--- src/include/softermax_settings.svh ---
`ifndef SOFTERMAX_SETTINGS_SVH
`define SOFTERMAX_SETTINGS_SVH

// score word, signed with two fraction bits
`define SM_DATA_W    8
`define SM_FRAC_W    2

// scores per row
`define SM_ROW_LEN   16

// exponential and probability words, top bit is 1.0
`define SM_EXP_W     16
`define SM_PROB_W    16

// wide enough for a full row of 1.0 terms
`define SM_DEN_W     21

// one quotient bit per step
`define SM_DIV_STEPS 16

`endif

--- src/logic/softermax_ctrl_pkg.sv ---
`default_nettype none
`include "softermax_settings.svh"

package softermax_ctrl_pkg;

    // idle until the first score, accum for the first pass,
    // norm for the divisions, done while the buffer holds a row
    typedef enum logic [1:0] {
        SM_IDLE,
        SM_ACCUM,
        SM_NORM,
        SM_DONE
    } sm_phase_t;

    // position within a row
    typedef logic [$clog2(`SM_ROW_LEN)-1:0] sm_idx_t;

endpackage

`default_nettype wire

--- src/logic/softermax_num_pkg.sv ---
`default_nettype none
`include "softermax_settings.svh"

package softermax_num_pkg;

    // score split at the binary point
    typedef struct packed {
        logic signed [`SM_DATA_W-`SM_FRAC_W-1:0] int_part;
        logic        [`SM_FRAC_W-1:0]            frac_part;
    } sm_score_fields_t;

    typedef union packed {
        logic signed [`SM_DATA_W-1:0] raw;
        sm_score_fields_t             fields;
    } sm_data_t;

    // one bit wider than int_part, ceiling of 31.75 is 32
    typedef logic signed [`SM_DATA_W-`SM_FRAC_W:0] sm_int_t;
    typedef logic [`SM_EXP_W-1:0]  sm_exp_t;
    typedef logic [`SM_DEN_W-1:0]  sm_den_t;
    typedef logic [`SM_PROB_W-1:0] sm_prob_t;
    // amounts of 16 or more clear a 16-bit word
    typedef logic [4:0]            sm_shift_t;

    // 2^(f/4) in units of 1/16
    localparam int unsigned SM_POW2_UNIT_W = 4;
    localparam logic [(1<<`SM_FRAC_W)-1:0][SM_POW2_UNIT_W:0] SM_POW2_FRAC =
        {5'd27, 5'd23, 5'd19, 5'd16};

    localparam sm_prob_t SM_PROB_ONE = sm_prob_t'(1) << (`SM_PROB_W - 1);

    // hi - lo as a shift, clamped to the shift range
    function automatic sm_shift_t sm_shift_of(input sm_int_t hi, input sm_int_t lo);
        logic signed [`SM_DATA_W-`SM_FRAC_W+1:0] diff;
        diff = hi - lo;
        if (diff < 0) begin
            return '0;
        end
        if (diff > 31) begin
            return '1;
        end
        return sm_shift_t'(diff);
    endfunction

endpackage

`default_nettype wire

--- src/logic/denom_accum.sv ---
`timescale 1ns/1ps
`default_nettype none

module denom_accum (
    input  logic                         clk,
    input  logic                         rst_n,
    input  logic                         exp_valid,
    input  logic                         elem_first_d,
    input  softermax_num_pkg::sm_exp_t   exp_val,
    input  softermax_num_pkg::sm_shift_t max_growth,
    output softermax_num_pkg::sm_den_t   denom
);
    import softermax_num_pkg::*;

    always_ff @(posedge clk or negedge rst_n) begin
        if (!rst_n) begin
            denom <= '0;
        end else if (exp_valid) begin
            if (elem_first_d) begin
                denom <= sm_den_t'(exp_val);
            end else begin
                // earlier terms move down to the new max
                denom <= (denom >> max_growth) + sm_den_t'(exp_val);
            end
        end
    end

endmodule

`default_nettype wire

--- src/logic/online_exp_unit.sv ---
`timescale 1ns/1ps
`default_nettype none
`include "softermax_settings.svh"

module online_exp_unit (
    input  logic                         clk,
    input  logic                         rst_n,
    input  logic                         accept,
    input  logic                         elem_first,
    input  softermax_num_pkg::sm_data_t  in_data,
    output logic                         exp_valid,
    output softermax_ctrl_pkg::sm_idx_t  exp_idx,
    output softermax_num_pkg::sm_exp_t   exp_val,
    output softermax_num_pkg::sm_int_t   run_max,
    output softermax_num_pkg::sm_shift_t max_growth,
    output logic                         elem_first_d
);
    import softermax_num_pkg::*;
    import softermax_ctrl_pkg::*;

    // lut entry 16 lands on the top bit of the exponential
    localparam int unsigned LUT_SCALE = `SM_EXP_W - 1 - SM_POW2_UNIT_W;

    sm_int_t   in_int;
    sm_int_t   in_ceil;
    sm_int_t   max_q;
    sm_int_t   max_next;
    sm_idx_t   idx_cnt;
    sm_idx_t   idx_next;
    logic      s1_valid;
    logic      s1_first;
    sm_data_t  s1_data;
    sm_idx_t   s1_idx;
    sm_shift_t s1_growth;
    sm_int_t   s1_int;
    sm_exp_t   pow_frac;

    // ceiling of the score
    assign in_int   = $signed(in_data.fields.int_part);
    assign in_ceil  = in_int + sm_int_t'(in_data.fields.frac_part != '0);
    // a new row restarts the running max
    assign max_next = (elem_first || (in_ceil > max_q)) ? in_ceil : max_q;
    assign idx_next = elem_first ? '0 : idx_cnt;

    always_ff @(posedge clk or negedge rst_n) begin
        if (!rst_n) begin
            s1_valid <= 1'b0;
            s1_first <= 1'b0;
            max_q    <= '0;
            idx_cnt  <= '0;
        end else begin
            s1_valid <= accept;
            s1_first <= accept && elem_first;
            if (accept) begin
                max_q   <= max_next;
                idx_cnt <= idx_next + 1'b1;
            end
        end
    end

    always_ff @(posedge clk) begin
        if (accept) begin
            s1_data   <= in_data;
            s1_idx    <= idx_next;
            s1_growth <= sm_shift_of(max_next, max_q);
        end
    end

    // max_q already includes the element in stage 1
    assign s1_int   = $signed(s1_data.fields.int_part);
    assign pow_frac = sm_exp_t'(SM_POW2_FRAC[s1_data.fields.frac_part]) << LUT_SCALE;

    always_ff @(posedge clk or negedge rst_n) begin
        if (!rst_n) begin
            exp_valid    <= 1'b0;
            elem_first_d <= 1'b0;
        end else begin
            exp_valid    <= s1_valid;
            elem_first_d <= s1_first;
        end
    end

    always_ff @(posedge clk) begin
        if (s1_valid) begin
            exp_val    <= pow_frac >> sm_shift_of(max_q, s1_int);
            exp_idx    <= s1_idx;
            run_max    <= max_q;
            max_growth <= s1_growth;
        end
    end

endmodule

`default_nettype wire

--- src/logic/prob_normalizer.sv ---
`timescale 1ns/1ps
`default_nettype none
`include "softermax_settings.svh"

module prob_normalizer (
    input  logic                        clk,
    input  logic                        rst_n,
    input  logic                        div_start,
    input  softermax_num_pkg::sm_exp_t  local_exp,
    input  softermax_num_pkg::sm_int_t  local_max,
    input  softermax_num_pkg::sm_int_t  global_max,
    input  softermax_num_pkg::sm_den_t  denom,
    output logic                        div_done,
    output softermax_num_pkg::sm_prob_t quotient
);
    import softermax_num_pkg::*;

    localparam int unsigned STEP_W = $clog2(`SM_DIV_STEPS);
    localparam logic [STEP_W-1:0] LAST_STEP = STEP_W'(`SM_DIV_STEPS - 1);
    // dividend v * 2^15 reaches this far above the quotient bits
    localparam int unsigned PRE_SHIFT = `SM_DIV_STEPS - (`SM_PROB_W - 1);

    logic              busy;
    logic [STEP_W-1:0] step_cnt;
    sm_exp_t           v;
    sm_den_t           rem;
    sm_prob_t          q_sh;
    logic [`SM_DEN_W:0] trial;
    logic              q_bit;
    sm_den_t           rem_sub;
    sm_prob_t          q_next;
    sm_prob_t          q_sat;

    // rescale to the row max
    assign v = local_exp >> sm_shift_of(global_max, local_max);

    // q_sh carries the low dividend bits in and the quotient bits out
    assign trial   = {rem, q_sh[`SM_PROB_W-1]};
    assign q_bit   = (trial >= {1'b0, denom});
    assign rem_sub = sm_den_t'(trial - {1'b0, denom});
    assign q_next  = {q_sh[`SM_PROB_W-2:0], q_bit};
    assign q_sat   = (q_next > SM_PROB_ONE) ? SM_PROB_ONE : q_next;

    always_ff @(posedge clk or negedge rst_n) begin
        if (!rst_n) begin
            busy     <= 1'b0;
            step_cnt <= '0;
            div_done <= 1'b0;
        end else begin
            div_done <= busy && (step_cnt == LAST_STEP);
            if (div_start) begin
                busy     <= 1'b1;
                step_cnt <= '0;
            end else if (busy) begin
                step_cnt <= step_cnt + 1'b1;
                if (step_cnt == LAST_STEP) begin
                    busy <= 1'b0;
                end
            end
        end
    end

    always_ff @(posedge clk) begin
        if (div_start) begin
            rem  <= sm_den_t'(v >> PRE_SHIFT);
            q_sh <= sm_prob_t'(v << (`SM_PROB_W - 1));
        end else if (busy) begin
            rem  <= q_bit ? rem_sub : trial[`SM_DEN_W-1:0];
            q_sh <= q_next;
            if (step_cnt == LAST_STEP) begin
                quotient <= q_sat;
            end
        end
    end

endmodule

`default_nettype wire

--- src/logic/row_store.sv ---
`timescale 1ns/1ps
`default_nettype none
`include "softermax_settings.svh"

module row_store (
    input  logic                        clk,
    input  logic                        rst_n,
    input  logic                        exp_valid,
    input  softermax_ctrl_pkg::sm_idx_t exp_idx,
    input  softermax_num_pkg::sm_exp_t  exp_val,
    input  softermax_num_pkg::sm_int_t  run_max,
    input  softermax_ctrl_pkg::sm_idx_t norm_addr,
    input  logic                        prob_we,
    input  softermax_ctrl_pkg::sm_idx_t prob_waddr,
    input  softermax_num_pkg::sm_prob_t quotient,
    input  softermax_ctrl_pkg::sm_idx_t read_addr,
    output softermax_num_pkg::sm_exp_t  local_exp,
    output softermax_num_pkg::sm_int_t  local_max,
    output softermax_num_pkg::sm_prob_t prob_out
);
    import softermax_num_pkg::*;

    sm_exp_t  exp_mem  [`SM_ROW_LEN];
    sm_int_t  max_mem  [`SM_ROW_LEN];
    sm_prob_t prob_mem [`SM_ROW_LEN];

    // each exponential keeps the max it was computed against
    always_ff @(posedge clk) begin
        if (exp_valid) begin
            exp_mem[exp_idx] <= exp_val;
            max_mem[exp_idx] <= run_max;
        end
        local_exp <= exp_mem[norm_addr];
        local_max <= max_mem[norm_addr];
    end

    always_ff @(posedge clk) begin
        if (prob_we) begin
            prob_mem[prob_waddr] <= quotient;
        end
    end

    always_ff @(posedge clk or negedge rst_n) begin
        if (!rst_n) begin
            prob_out <= '0;
        end else begin
            prob_out <= prob_mem[read_addr];
        end
    end

endmodule

`default_nettype wire

--- src/logic/softermax_ctrl.sv ---
`timescale 1ns/1ps
`default_nettype none
`include "softermax_settings.svh"

module softermax_ctrl (
    input  logic                        clk,
    input  logic                        rst_n,
    input  logic                        in_valid,
    input  logic                        exp_valid,
    input  logic                        div_done,
    output logic                        accept,
    output logic                        elem_first,
    output softermax_ctrl_pkg::sm_idx_t norm_addr,
    output logic                        div_start,
    output logic                        prob_we,
    output softermax_ctrl_pkg::sm_idx_t prob_waddr,
    output logic                        norm_valid,
    output logic                        final_out_valid
);
    import softermax_ctrl_pkg::*;

    localparam sm_idx_t LAST_IDX = sm_idx_t'(`SM_ROW_LEN - 1);

    sm_phase_t phase;
    sm_idx_t   acc_cnt;
    sm_idx_t   exp_cnt;
    logic      pass1_end;
    logic      first_read;

    // scores are dropped while dividing
    assign accept          = in_valid && (phase != SM_NORM);
    assign elem_first      = accept && (acc_cnt == '0);
    assign prob_we         = div_done;
    assign norm_valid      = (phase == SM_NORM);
    assign final_out_valid = (phase == SM_DONE);

    always_ff @(posedge clk or negedge rst_n) begin
        if (!rst_n) begin
            acc_cnt   <= '0;
            exp_cnt   <= '0;
            pass1_end <= 1'b0;
        end else begin
            if (accept) begin
                acc_cnt <= acc_cnt + 1'b1;
            end
            if (exp_valid) begin
                exp_cnt <= exp_cnt + 1'b1;
            end
            // set on the edge that gives the denominator its last term
            pass1_end <= exp_valid && (exp_cnt == LAST_IDX);
        end
    end

    always_ff @(posedge clk or negedge rst_n) begin
        if (!rst_n) begin
            phase      <= SM_IDLE;
            norm_addr  <= '0;
            prob_waddr <= '0;
            div_start  <= 1'b0;
            first_read <= 1'b0;
        end else begin
            div_start <= 1'b0;
            case (phase)
                SM_IDLE, SM_DONE: begin
                    if (accept) begin
                        phase <= SM_ACCUM;
                    end
                end
                SM_ACCUM: begin
                    if (pass1_end) begin
                        phase      <= SM_NORM;
                        norm_addr  <= '0;
                        prob_waddr <= '0;
                        first_read <= 1'b1;
                    end
                end
                SM_NORM: begin
                    // element 0 gets its own read cycle
                    if (first_read) begin
                        first_read <= 1'b0;
                        div_start  <= 1'b1;
                    end
                    // next element is read while this one divides
                    if (div_start) begin
                        norm_addr <= norm_addr + 1'b1;
                    end
                    if (div_done) begin
                        prob_waddr <= prob_waddr + 1'b1;
                        if (prob_waddr == LAST_IDX) begin
                            phase <= SM_DONE;
                        end else begin
                            div_start <= 1'b1;
                        end
                    end
                end
                default: phase <= SM_IDLE;
            endcase
        end
    end

endmodule

`default_nettype wire

--- src/logic/softermax_top.sv ---
`timescale 1ns/1ps
`default_nettype none

module softermax_top (
    input  logic                        clk,
    input  logic                        rst_n,
    input  logic                        in_valid,
    input  softermax_num_pkg::sm_data_t in_data,
    input  softermax_ctrl_pkg::sm_idx_t read_addr,
    output logic                        norm_valid,
    output logic                        final_out_valid,
    output softermax_num_pkg::sm_prob_t prob_out
);
    import softermax_num_pkg::*;
    import softermax_ctrl_pkg::*;

    logic      accept;
    logic      elem_first;
    logic      exp_valid;
    sm_idx_t   exp_idx;
    sm_exp_t   exp_val;
    sm_int_t   run_max;
    sm_shift_t max_growth;
    logic      elem_first_d;
    sm_den_t   denom;
    sm_idx_t   norm_addr;
    sm_exp_t   local_exp;
    sm_int_t   local_max;
    logic      div_start;
    logic      div_done;
    sm_prob_t  quotient;
    logic      prob_we;
    sm_idx_t   prob_waddr;

    softermax_ctrl u_ctrl (
        .clk             (clk),
        .rst_n           (rst_n),
        .in_valid        (in_valid),
        .exp_valid       (exp_valid),
        .div_done        (div_done),
        .accept          (accept),
        .elem_first      (elem_first),
        .norm_addr       (norm_addr),
        .div_start       (div_start),
        .prob_we         (prob_we),
        .prob_waddr      (prob_waddr),
        .norm_valid      (norm_valid),
        .final_out_valid (final_out_valid)
    );

    online_exp_unit u_exp (
        .clk          (clk),
        .rst_n        (rst_n),
        .accept       (accept),
        .elem_first   (elem_first),
        .in_data      (in_data),
        .exp_valid    (exp_valid),
        .exp_idx      (exp_idx),
        .exp_val      (exp_val),
        .run_max      (run_max),
        .max_growth   (max_growth),
        .elem_first_d (elem_first_d)
    );

    denom_accum u_denom (
        .clk          (clk),
        .rst_n        (rst_n),
        .exp_valid    (exp_valid),
        .elem_first_d (elem_first_d),
        .exp_val      (exp_val),
        .max_growth   (max_growth),
        .denom        (denom)
    );

    row_store u_store (
        .clk        (clk),
        .rst_n      (rst_n),
        .exp_valid  (exp_valid),
        .exp_idx    (exp_idx),
        .exp_val    (exp_val),
        .run_max    (run_max),
        .norm_addr  (norm_addr),
        .prob_we    (prob_we),
        .prob_waddr (prob_waddr),
        .quotient   (quotient),
        .read_addr  (read_addr),
        .local_exp  (local_exp),
        .local_max  (local_max),
        .prob_out   (prob_out)
    );

    // run_max holds the row maximum once the first pass ends
    prob_normalizer u_norm (
        .clk        (clk),
        .rst_n      (rst_n),
        .div_start  (div_start),
        .local_exp  (local_exp),
        .local_max  (local_max),
        .global_max (run_max),
        .denom      (denom),
        .div_done   (div_done),
        .quotient   (quotient)
    );

endmodule

`default_nettype wire

--- config.mk ---
export PLATFORM = sky130hd
export DESIGN_NAME = softermax_top
export DESIGN_NICKNAME = d
export VERILOG_FILES = /design/src/logic/softermax_ctrl_pkg.sv /design/src/logic/softermax_num_pkg.sv /design/src/logic/denom_accum.sv /design/src/logic/online_exp_unit.sv /design/src/logic/prob_normalizer.sv /design/src/logic/row_store.sv /design/src/logic/softermax_ctrl.sv /design/src/logic/softermax_top.sv
export VERILOG_INCLUDE_DIRS = /design/src /design/src/include
export SDC_FILE = /design/constraint.sdc
export NUM_CORES = 1
export LEC_CHECK = 0
export BUFFER_PORTS_ARGS = -buffer_cell sky130_fd_sc_hd__buf_2
export CORE_ASPECT_RATIO = 0.8
export CORE_MARGIN = 2
export CORE_UTILIZATION = 55
export CTS_BUF_LIST = sky130_fd_sc_hd__clkbuf_4
export DETAILED_ROUTE_END_ITERATION = 10
export PLACE_DENSITY = 0.75
export SYNTH_ARGS = -nofsm -noshare
export SYNTH_HDL_FRONTEND = slang
export SYNTH_SLANG_ARGS = --single-unit
export TNS_END_PERCENT = 10
--- constraint.sdc ---
create_clock -name clk -period 8.35 [get_ports clk]
set_clock_uncertainty 0.05 [all_clocks]
set_input_delay 1.2525 -clock clk [delete_from_list [all_inputs] [get_ports clk]]
set_output_delay 1.2525 -clock clk [all_outputs]
set_load 0.02 [all_outputs]
==> summary.log, run 1 <==
INFO  sta            setup_repair_after_global_routing_missed_its_margin=false
INFO  route          first_pass_iters=9
INFO  floorplanning  fp-row-count=83
INFO  critical_path  rrSetupSlack=3060ps
INFO  synthesis      part_of_the_yosys_area_used_for_sequential_elements=66.62%
INFO  synthesis      synth_top_flop_cell=edfxtp_1
INFO  route          routed-via-count=21,356
INFO  floorplanning  design.die.area=67,650squm
INFO  global_routing grt_util_met3=5.435%
INFO  sta            min_period=5492ps
INFO  final_layout   layout-area-overhead-vs-synth=10.42%
INFO  synthesis      synth_area_leaders=edfxtp_1 59%, mux4_2 8.6%, dfrtp_1 5.5%
INFO  global_routing gr-max-usage-layer=met2
INFO  critical_path  crit_path_max_fanout=7
INFO  floorplanning  effective_utilization_at_floorplan=55.93%
INFO  global_routing groute.layer.met2.usage=38.48%
INFO  synthesis      yosysWarnings=0
INFO  global_routing grt_util_met1=34.78%
INFO  synthesis      postSynthCellCount=2,336
INFO  critical_path  timing.setup.critical_path_class=in -> reg
INFO  global_routing overflow=0
INFO  critical_path  critical_path_arrival=6300ps
INFO  worst_hold_path hold_class=in -> async
INFO  floorplanning  die_h=233.0um
INFO  sta            final.setup.tns=0ps
INFO  global_routing track_usage=24.59%
INFO  sta            highest_clock_rate=182.1MHz
INFO  clock_network  cts_tree=done
INFO  placed_design  routabilityCongestion=0.9033
INFO  route          drc_violations_left=0
INFO  route          drt.antenna.violating_nets=0
INFO  global_routing grt_start_max_net_pins=92
INFO  clock_network  clockBufferDepth=3
INFO  synthesis      post_synthesis_sequential_element_count=828
INFO  clock_network  cts.hold.buffers_added=0
INFO  critical_path  timing.critical_path.from_type=primary input
INFO  route          first_iter_violations=2,484
INFO  placed_design  port-buffer-count=32
INFO  synthesis      synth_top_area_cell=edfxtp_1
INFO  clock_network  ctsRootBufferMaster=clkbuf_4
INFO  floorplanning  chipWidth=290.3um
INFO  sta            final.period_utilization=65.78%
INFO  synthesis      post_synth_instance_area=36,070squm
INFO  power          power_per_unit_of_standard_cell_area=331.1nW/um^2
INFO  floorplanning  io-pin-count=33
INFO  floorplanning  fp.coreArea=64,490squm
INFO  sta            final_max_slew_viol_count=0
INFO  route          wire_length_reported_by_the_detailed_router=81.33mm
INFO  sta            worst_pin_slew=1121ps
INFO  clock_network  post_cts_buffers=0
INFO  placed_design  dp.final_hpwl=48.60mm
INFO  clock_network  cts_resized=0
INFO  final_layout   drive_gt1_share=21.89%
INFO  run_status     status=finished, final reports clean
INFO  synthesis      nets_in_the_synthesized_netlist=2,438
INFO  synthesis      synth_cell_types=77
INFO  global_routing antenna_violations_before_repair=2
INFO  final_layout   fin_util=61.76%
INFO  global_routing number_of_global_route_vias_before_repair=21,475
INFO  route          viasPerCell=6.077
INFO  synthesis      synth_largest_type_area_fraction=58.70%
INFO  synthesis      synthesized_area_divided_by_synthesized_cell_count=15.44squm
INFO  clock_network  insertion_delay=1060ps
INFO  power          total_power=13.18mW
INFO  clock_network  cts.reportedPaths.clkPinSlew=70ps
INFO  critical_path  timing.critical_path.required=9160ps
INFO  global_routing grt_first_pass_wirelength=125.2mm
INFO  sta            finalHoldViolations=0
INFO  route          wire_per_inst=23.15um
INFO  clock_network  htree_levels=4
INFO  sta            worst_slew_slack_as_a_fraction_of_its_limit=25.29%
INFO  sta            fin_worst_hold_slack=97.51ps
INFO  power          power.ir.vdd_worst=0.0002140V
INFO  power          leakagePower=13.71nW
INFO  synthesis      synth_edf_count=705
INFO  clock_network  cts_buffers=195
INFO  sta            setup_viol=0
INFO  clock_network  clkSinkCount=828
INFO  final_layout   finalNetCount=2,596
INFO  synthesis      asyncSetResetFlopFracSynth=9.541%
INFO  critical_path  setup.worst_path.end_class=flip-flop
INFO  job            drv.max_cap_violation_count=0
-- cell usage in the layout (no fill, tap or decap), types with 34 or more instances in the layout --
cell,n
clkbuf_4,298
mux4_2,137
mux2i_1,145
inv_1,76
and2_1,41
edfxtp_1,705
a21oi_1,93
dfrtp_1,77
buf_4,34
clkinv_1,45
o21ai_0,109
nand2_1,153
dfxtp_1,44
nor2_1,120
ha_1,82
-- final cells by class --
cell class | count | area [sq um]
tap | 850 | 1064
sequential | 828 | 24030
clock buffer | 298 | 2237
multi-input combinational | 1326 | 11380
antenna | 5 | 12.51
fill | 4605 | 24660
clock inverter | 64 | 385.4
inverter | 78 | 292.8
timing repair buffer | 65 | 425.4
-- logic make-up (layout without fill, tap and decap cells) --
group,count (synthesis),count (layout),synth area share [%]
mux,311,311,13.49
other cells,0,5,0
compound gates,418,418,7.597
flops,828,828,66.62
xor+xnor,49,49,1.190
simple gates,461,461,5.925
buf+inv,182,505,2.054
fa+ha+maj,87,87,3.122
-- worst max-delay path, stage by stage --
cell and delay [ps]:
buf_2 100, or2_2 310, ha_1 220, ha_1 310
ha_1 300, nor2b_1 140, o21a_1 160, o21a_1 160
o21a_1 160, o21a_1 160, o311ai_1 230, o211ai_1 340
mux2i_1 420, inv_1 80, ha_1 280, nor2b_1 120
o21ai_0 200, a21oi_1 110, o21ai_0 240, a21boi_0 210
o21ai_0 200, a21boi_0 90, or2_2 330, a21oi_1 170
-- routing by layer --
metal | wire [um] | vias up
li1 | - | 9598
met1 | 35460 | 10734
met2 | 38010 | 906
met3 | 6537 | 118
met4 | 1327 | 0
met5 | 0 | -
-- final timing paths --
| path | from | to | cells after the start |
|---|---|---|---|
| worst max register to register | u_exp.max_growth[2] | u_denom.denom[20] | 16 |
| min in group clk | u_exp.s1_first | u_exp.elem_first_d | 0 |
| max in group asynchronous | rst_n | u_ctrl.norm_addr[0] | 2 |
| worst max-delay path | in_data[1] | u_exp.s1_growth[0] | 24 |
| worst min-delay path | rst_n | u_denom.denom[12] | 1 |
| worst min register to register | u_exp.s1_first | u_exp.elem_first_d | 0 |
-- stage by stage --
step	worst slack [ps]	instance area (sq um)	instances
after global routing	2555	39820	3512
after floorplan	2546	36070	2336
after global placement	1911	37190	3147
final	2858	39830	3514
after CTS	2953	39810	3509
after detailed placement	1902	37190	3147
-- power by group --
group          switching, mW  internal, mW  total (mW)
sequential             0.637          5.25        5.88
clock                   1.63          1.69        3.32
combinational           2.33          1.65        3.98
total                   4.60          8.58        13.2
-- synth_stat cells, types with 12 or more instances --
cell type	count
nor2b_1	17
o21ai_0	109
nor3_1	26
dfxtp_1	44
a211oi_1	20
mux2i_1	145
nand2_1	153
inv_1	76
nand4_1	12
edfxtp_1	705
dfrtp_1	79
a22oi_1	26
xor2_1	21
buf_1	29
a21o_1	16
nor2_1	132
mux4_2	137
nand2b_1	21
o21a_1	19
ha_1	82
nand3_1	22
mux2_2	28
and2_1	41
xnor2_1	28
clkbuf_1	64
a221oi_1	24
a21oi_1	93
-- registers in the layout (all words and copies together) (netlist names), 7 cells and up --
signal             count
u_norm.q_sh           16
u_store.max_mem      112
u_exp.run_max          7
u_store.local_exp     16
u_norm.quotient       16
u_exp.s1_data          8
u_store.exp_mem      256
u_norm.rem            21
u_denom.denom         21
u_store.local_max      7
u_store.prob_mem     256
u_store.prob_out      16
u_exp.exp_val         16
u_exp.max_q            7
(Power assumes the default switching activity.)
==> run 2: changes to the inputs <==
Clock period 8.35 ns to 5.5 ns, I/O delays scaled along.
==> summary.log, run 2 (synthesized netlist as in run 1, its figures left out) <==
INFO  floorplanning  fp-row-count=83
INFO  global_routing grt_first_pass_wirelength=126.8mm
INFO  global_routing antenna_violations_before_repair=5
INFO  global_routing gr-max-usage-layer=met2
INFO  global_routing grt_start_max_net_pins=64
INFO  route          wire_per_inst=23.47um
INFO  clock_network  htree_levels=4
INFO  final_layout   mostFrequentLayoutCell=edfxtp_1
INFO  global_routing grt_util_met1=35.63%
INFO  final_layout   finalNetCount=2,628
INFO  sta            timing.final.ws_setup=352.2ps
INFO  power          total_switching_power=7.050mW
INFO  critical_path  timing.critical_path.required=6310ps
INFO  power          seq_power_share=43.9%
INFO  power          total_power=20.23mW
INFO  floorplanning  fp.coreArea=64,490squm
INFO  final_layout   final_design_area_no_fill=40,100squm
INFO  worst_hold_path hold_class=in -> reg
INFO  final_layout   num-fill-cells=4,615
INFO  route          wire_length_reported_by_the_detailed_router=82.95mm
INFO  final_layout   largest_registers=u_store.exp_mem x256, u_store.prob_mem x256, u_store.max_mem x112
INFO  critical_path  critPathBufInv=3
INFO  final_layout   regArea=24,030squm
INFO  critical_path  worst_path_max_delay_cell=dlygate4sd3_1
INFO  sta            worst_pin_slew=1190ps
INFO  final_layout   multiInputGateArea=11,390squm
INFO  power          power.ir.vdd_worst=0.0002838V
INFO  route          drt.antenna.violating_nets=0
INFO  final_layout   layout.cells.most_common_list=705 x edfxtp_1, 294 x clkbuf_4, 153 x nand2_1
INFO  sta            finalHoldViolations=0
INFO  power          p_sw_share=34.85%
INFO  route          drc_violations_left=0
INFO  placed_design  routabilityCongestion=0.8872
INFO  global_routing grt_util_met3=5.941%
INFO  power          internal_power=13.18mW
INFO  critical_path  worst_r2r_startpoint=u_exp.max_growth[1]
INFO  job            drv.max_cap_violation_count=0
INFO  final_layout   drive_gt1_share=22.54%
INFO  clock_network  clkSinkCount=828
INFO  critical_path  r2r-end=u_denom.denom[12]
INFO  critical_path  path_delay_family=compound AO/OA/AOI/OAI gates
INFO  power          comb_power_share=31.0%
INFO  run_status     status=finished, final reports clean
INFO  sta            highest_clock_rate=194.3MHz
INFO  critical_path  crit_path_max_fanout=5
INFO  worst_hold_path holdPathEnd=u_store.prob_out[10]
INFO  floorplanning  chipWidth=290.3um
INFO  global_routing overflow=0
INFO  power          power.share.clock=25.1%
INFO  clock_network  ctsRootBufferMaster=clkbuf_4
INFO  placed_design  dpl_worst_slack=-225.7ps
INFO  placed_design  port-buffer-count=32
INFO  placed_design  placed_cell_area=37,380squm
INFO  sta            min_period=5148ps
INFO  critical_path  timing.critical_path.from_type=primary input
INFO  route          first_iter_violations=2,338
INFO  clock_network  clockBufferDepth=3
INFO  route          first_pass_iters=9
INFO  floorplanning  effective_utilization_at_floorplan=55.93%
INFO  critical_path  rrSetupSlack=450ps
INFO  final_layout   fin_util=62.18%
INFO  critical_path  critical_path_arrival=5950ps
INFO  clock_network  cts_tree=done
INFO  route          viasPerCell=6.136
INFO  sta            final.setup.tns=0ps
INFO  clock_network  insertion_delay=1060ps
INFO  placed_design  place.detailed.instances=3,172
INFO  worst_hold_path hold_path_start=read_addr[3]
INFO  final_layout   layout-area-overhead-vs-synth=11.19%
INFO  worst_hold_path worst_hold_path.num_cells=2
INFO  global_routing groute.layer.met2.usage=38.44%
INFO  final_layout   layout.cells.non_filler=3,534
INFO  floorplanning  io-pin-count=33
INFO  clock_network  cts_buffers=193
INFO  floorplanning  design.die.area=67,650squm
INFO  sta            setup_repair_after_global_routing_missed_its_margin=false
INFO  critical_path  slowest_delay=530ps
INFO  clock_network  cts.reportedPaths.clkPinSlew=70ps
INFO  power          power_per_unit_of_standard_cell_area=504.4nW/um^2
INFO  sta            setup_viol=0
INFO  global_routing number_of_global_route_vias_before_repair=21,532
INFO  critical_path  worst-r2r-cell-count=17
INFO  power          leakagePower=13.87nW
INFO  placed_design  dp.final_hpwl=50.95mm
INFO  sta            worst_slew_slack_as_a_fraction_of_its_limit=20.50%
INFO  critical_path  timing.setup.critical_path_class=in -> reg
INFO  sta            final.period_utilization=93.60%
INFO  critical_path  setup.worst_path.end_class=flip-flop
INFO  sta            final_max_slew_viol_count=0
INFO  floorplanning  die_h=233.0um
INFO  route          routed-via-count=21,684
INFO  sta            fin_worst_hold_slack=320.7ps
INFO  global_routing track_usage=25.06%
## run 2: per-layer routing
layer	routed length, um	part of all wire (%)
met5	11	0.013
met4	1574	1.9
met1	36080	43
met2	38160	46
met3	7123	8.6
## run 2: layout make-up
class	instances	share of cell area, %
Tap cell	850	2.652
Timing Repair Buffer	99	1.753
Multi-Input combinational cell	1326	28.40
Clock inverter	55	1.005
Antenna cell	4	0.02496
Inverter	78	0.7301
Sequential cell	828	59.93
Clock buffer	294	5.504
## run 2: power groups by stage
stage	clock network, mW	logic (mW)	registers [mW]
after floorplan	0	4.76	8.54
after global placement	0	6.01	8.94
after detailed placement	0	6.15	8.99
after CTS	5.17	6.20	8.87
after global routing	5.50	6.92	8.99
final	5.07	6.28	8.89
## run 2: timing repair
| item | CTS | global route |
|---|---|---|
| endpoints found under the setup margin | 0 | 8 |
| setup buffers | 0 | 0 |
| hold buffers | 9 | 0 |
| resized for setup | 0 | 4 |
| endpoints found under the hold margin | 55 | 0 |
## run 2: worst max path at each step
stage,from,end,slack [ps],cells past startpoint
after floorplan,in_data[1],u_exp.s1_growth[0],120,23
after global placement,in_data[1],u_exp.s1_growth[1],-120,24
after detailed placement,in_data[1],u_exp.s1_growth[0],-230,24
after CTS,u_exp.max_growth[1],u_denom.denom[12],330,16
after global routing,in_data[1],u_exp.s1_growth[4],5,25
final,in_data[1],u_exp.s1_growth[0],350,25
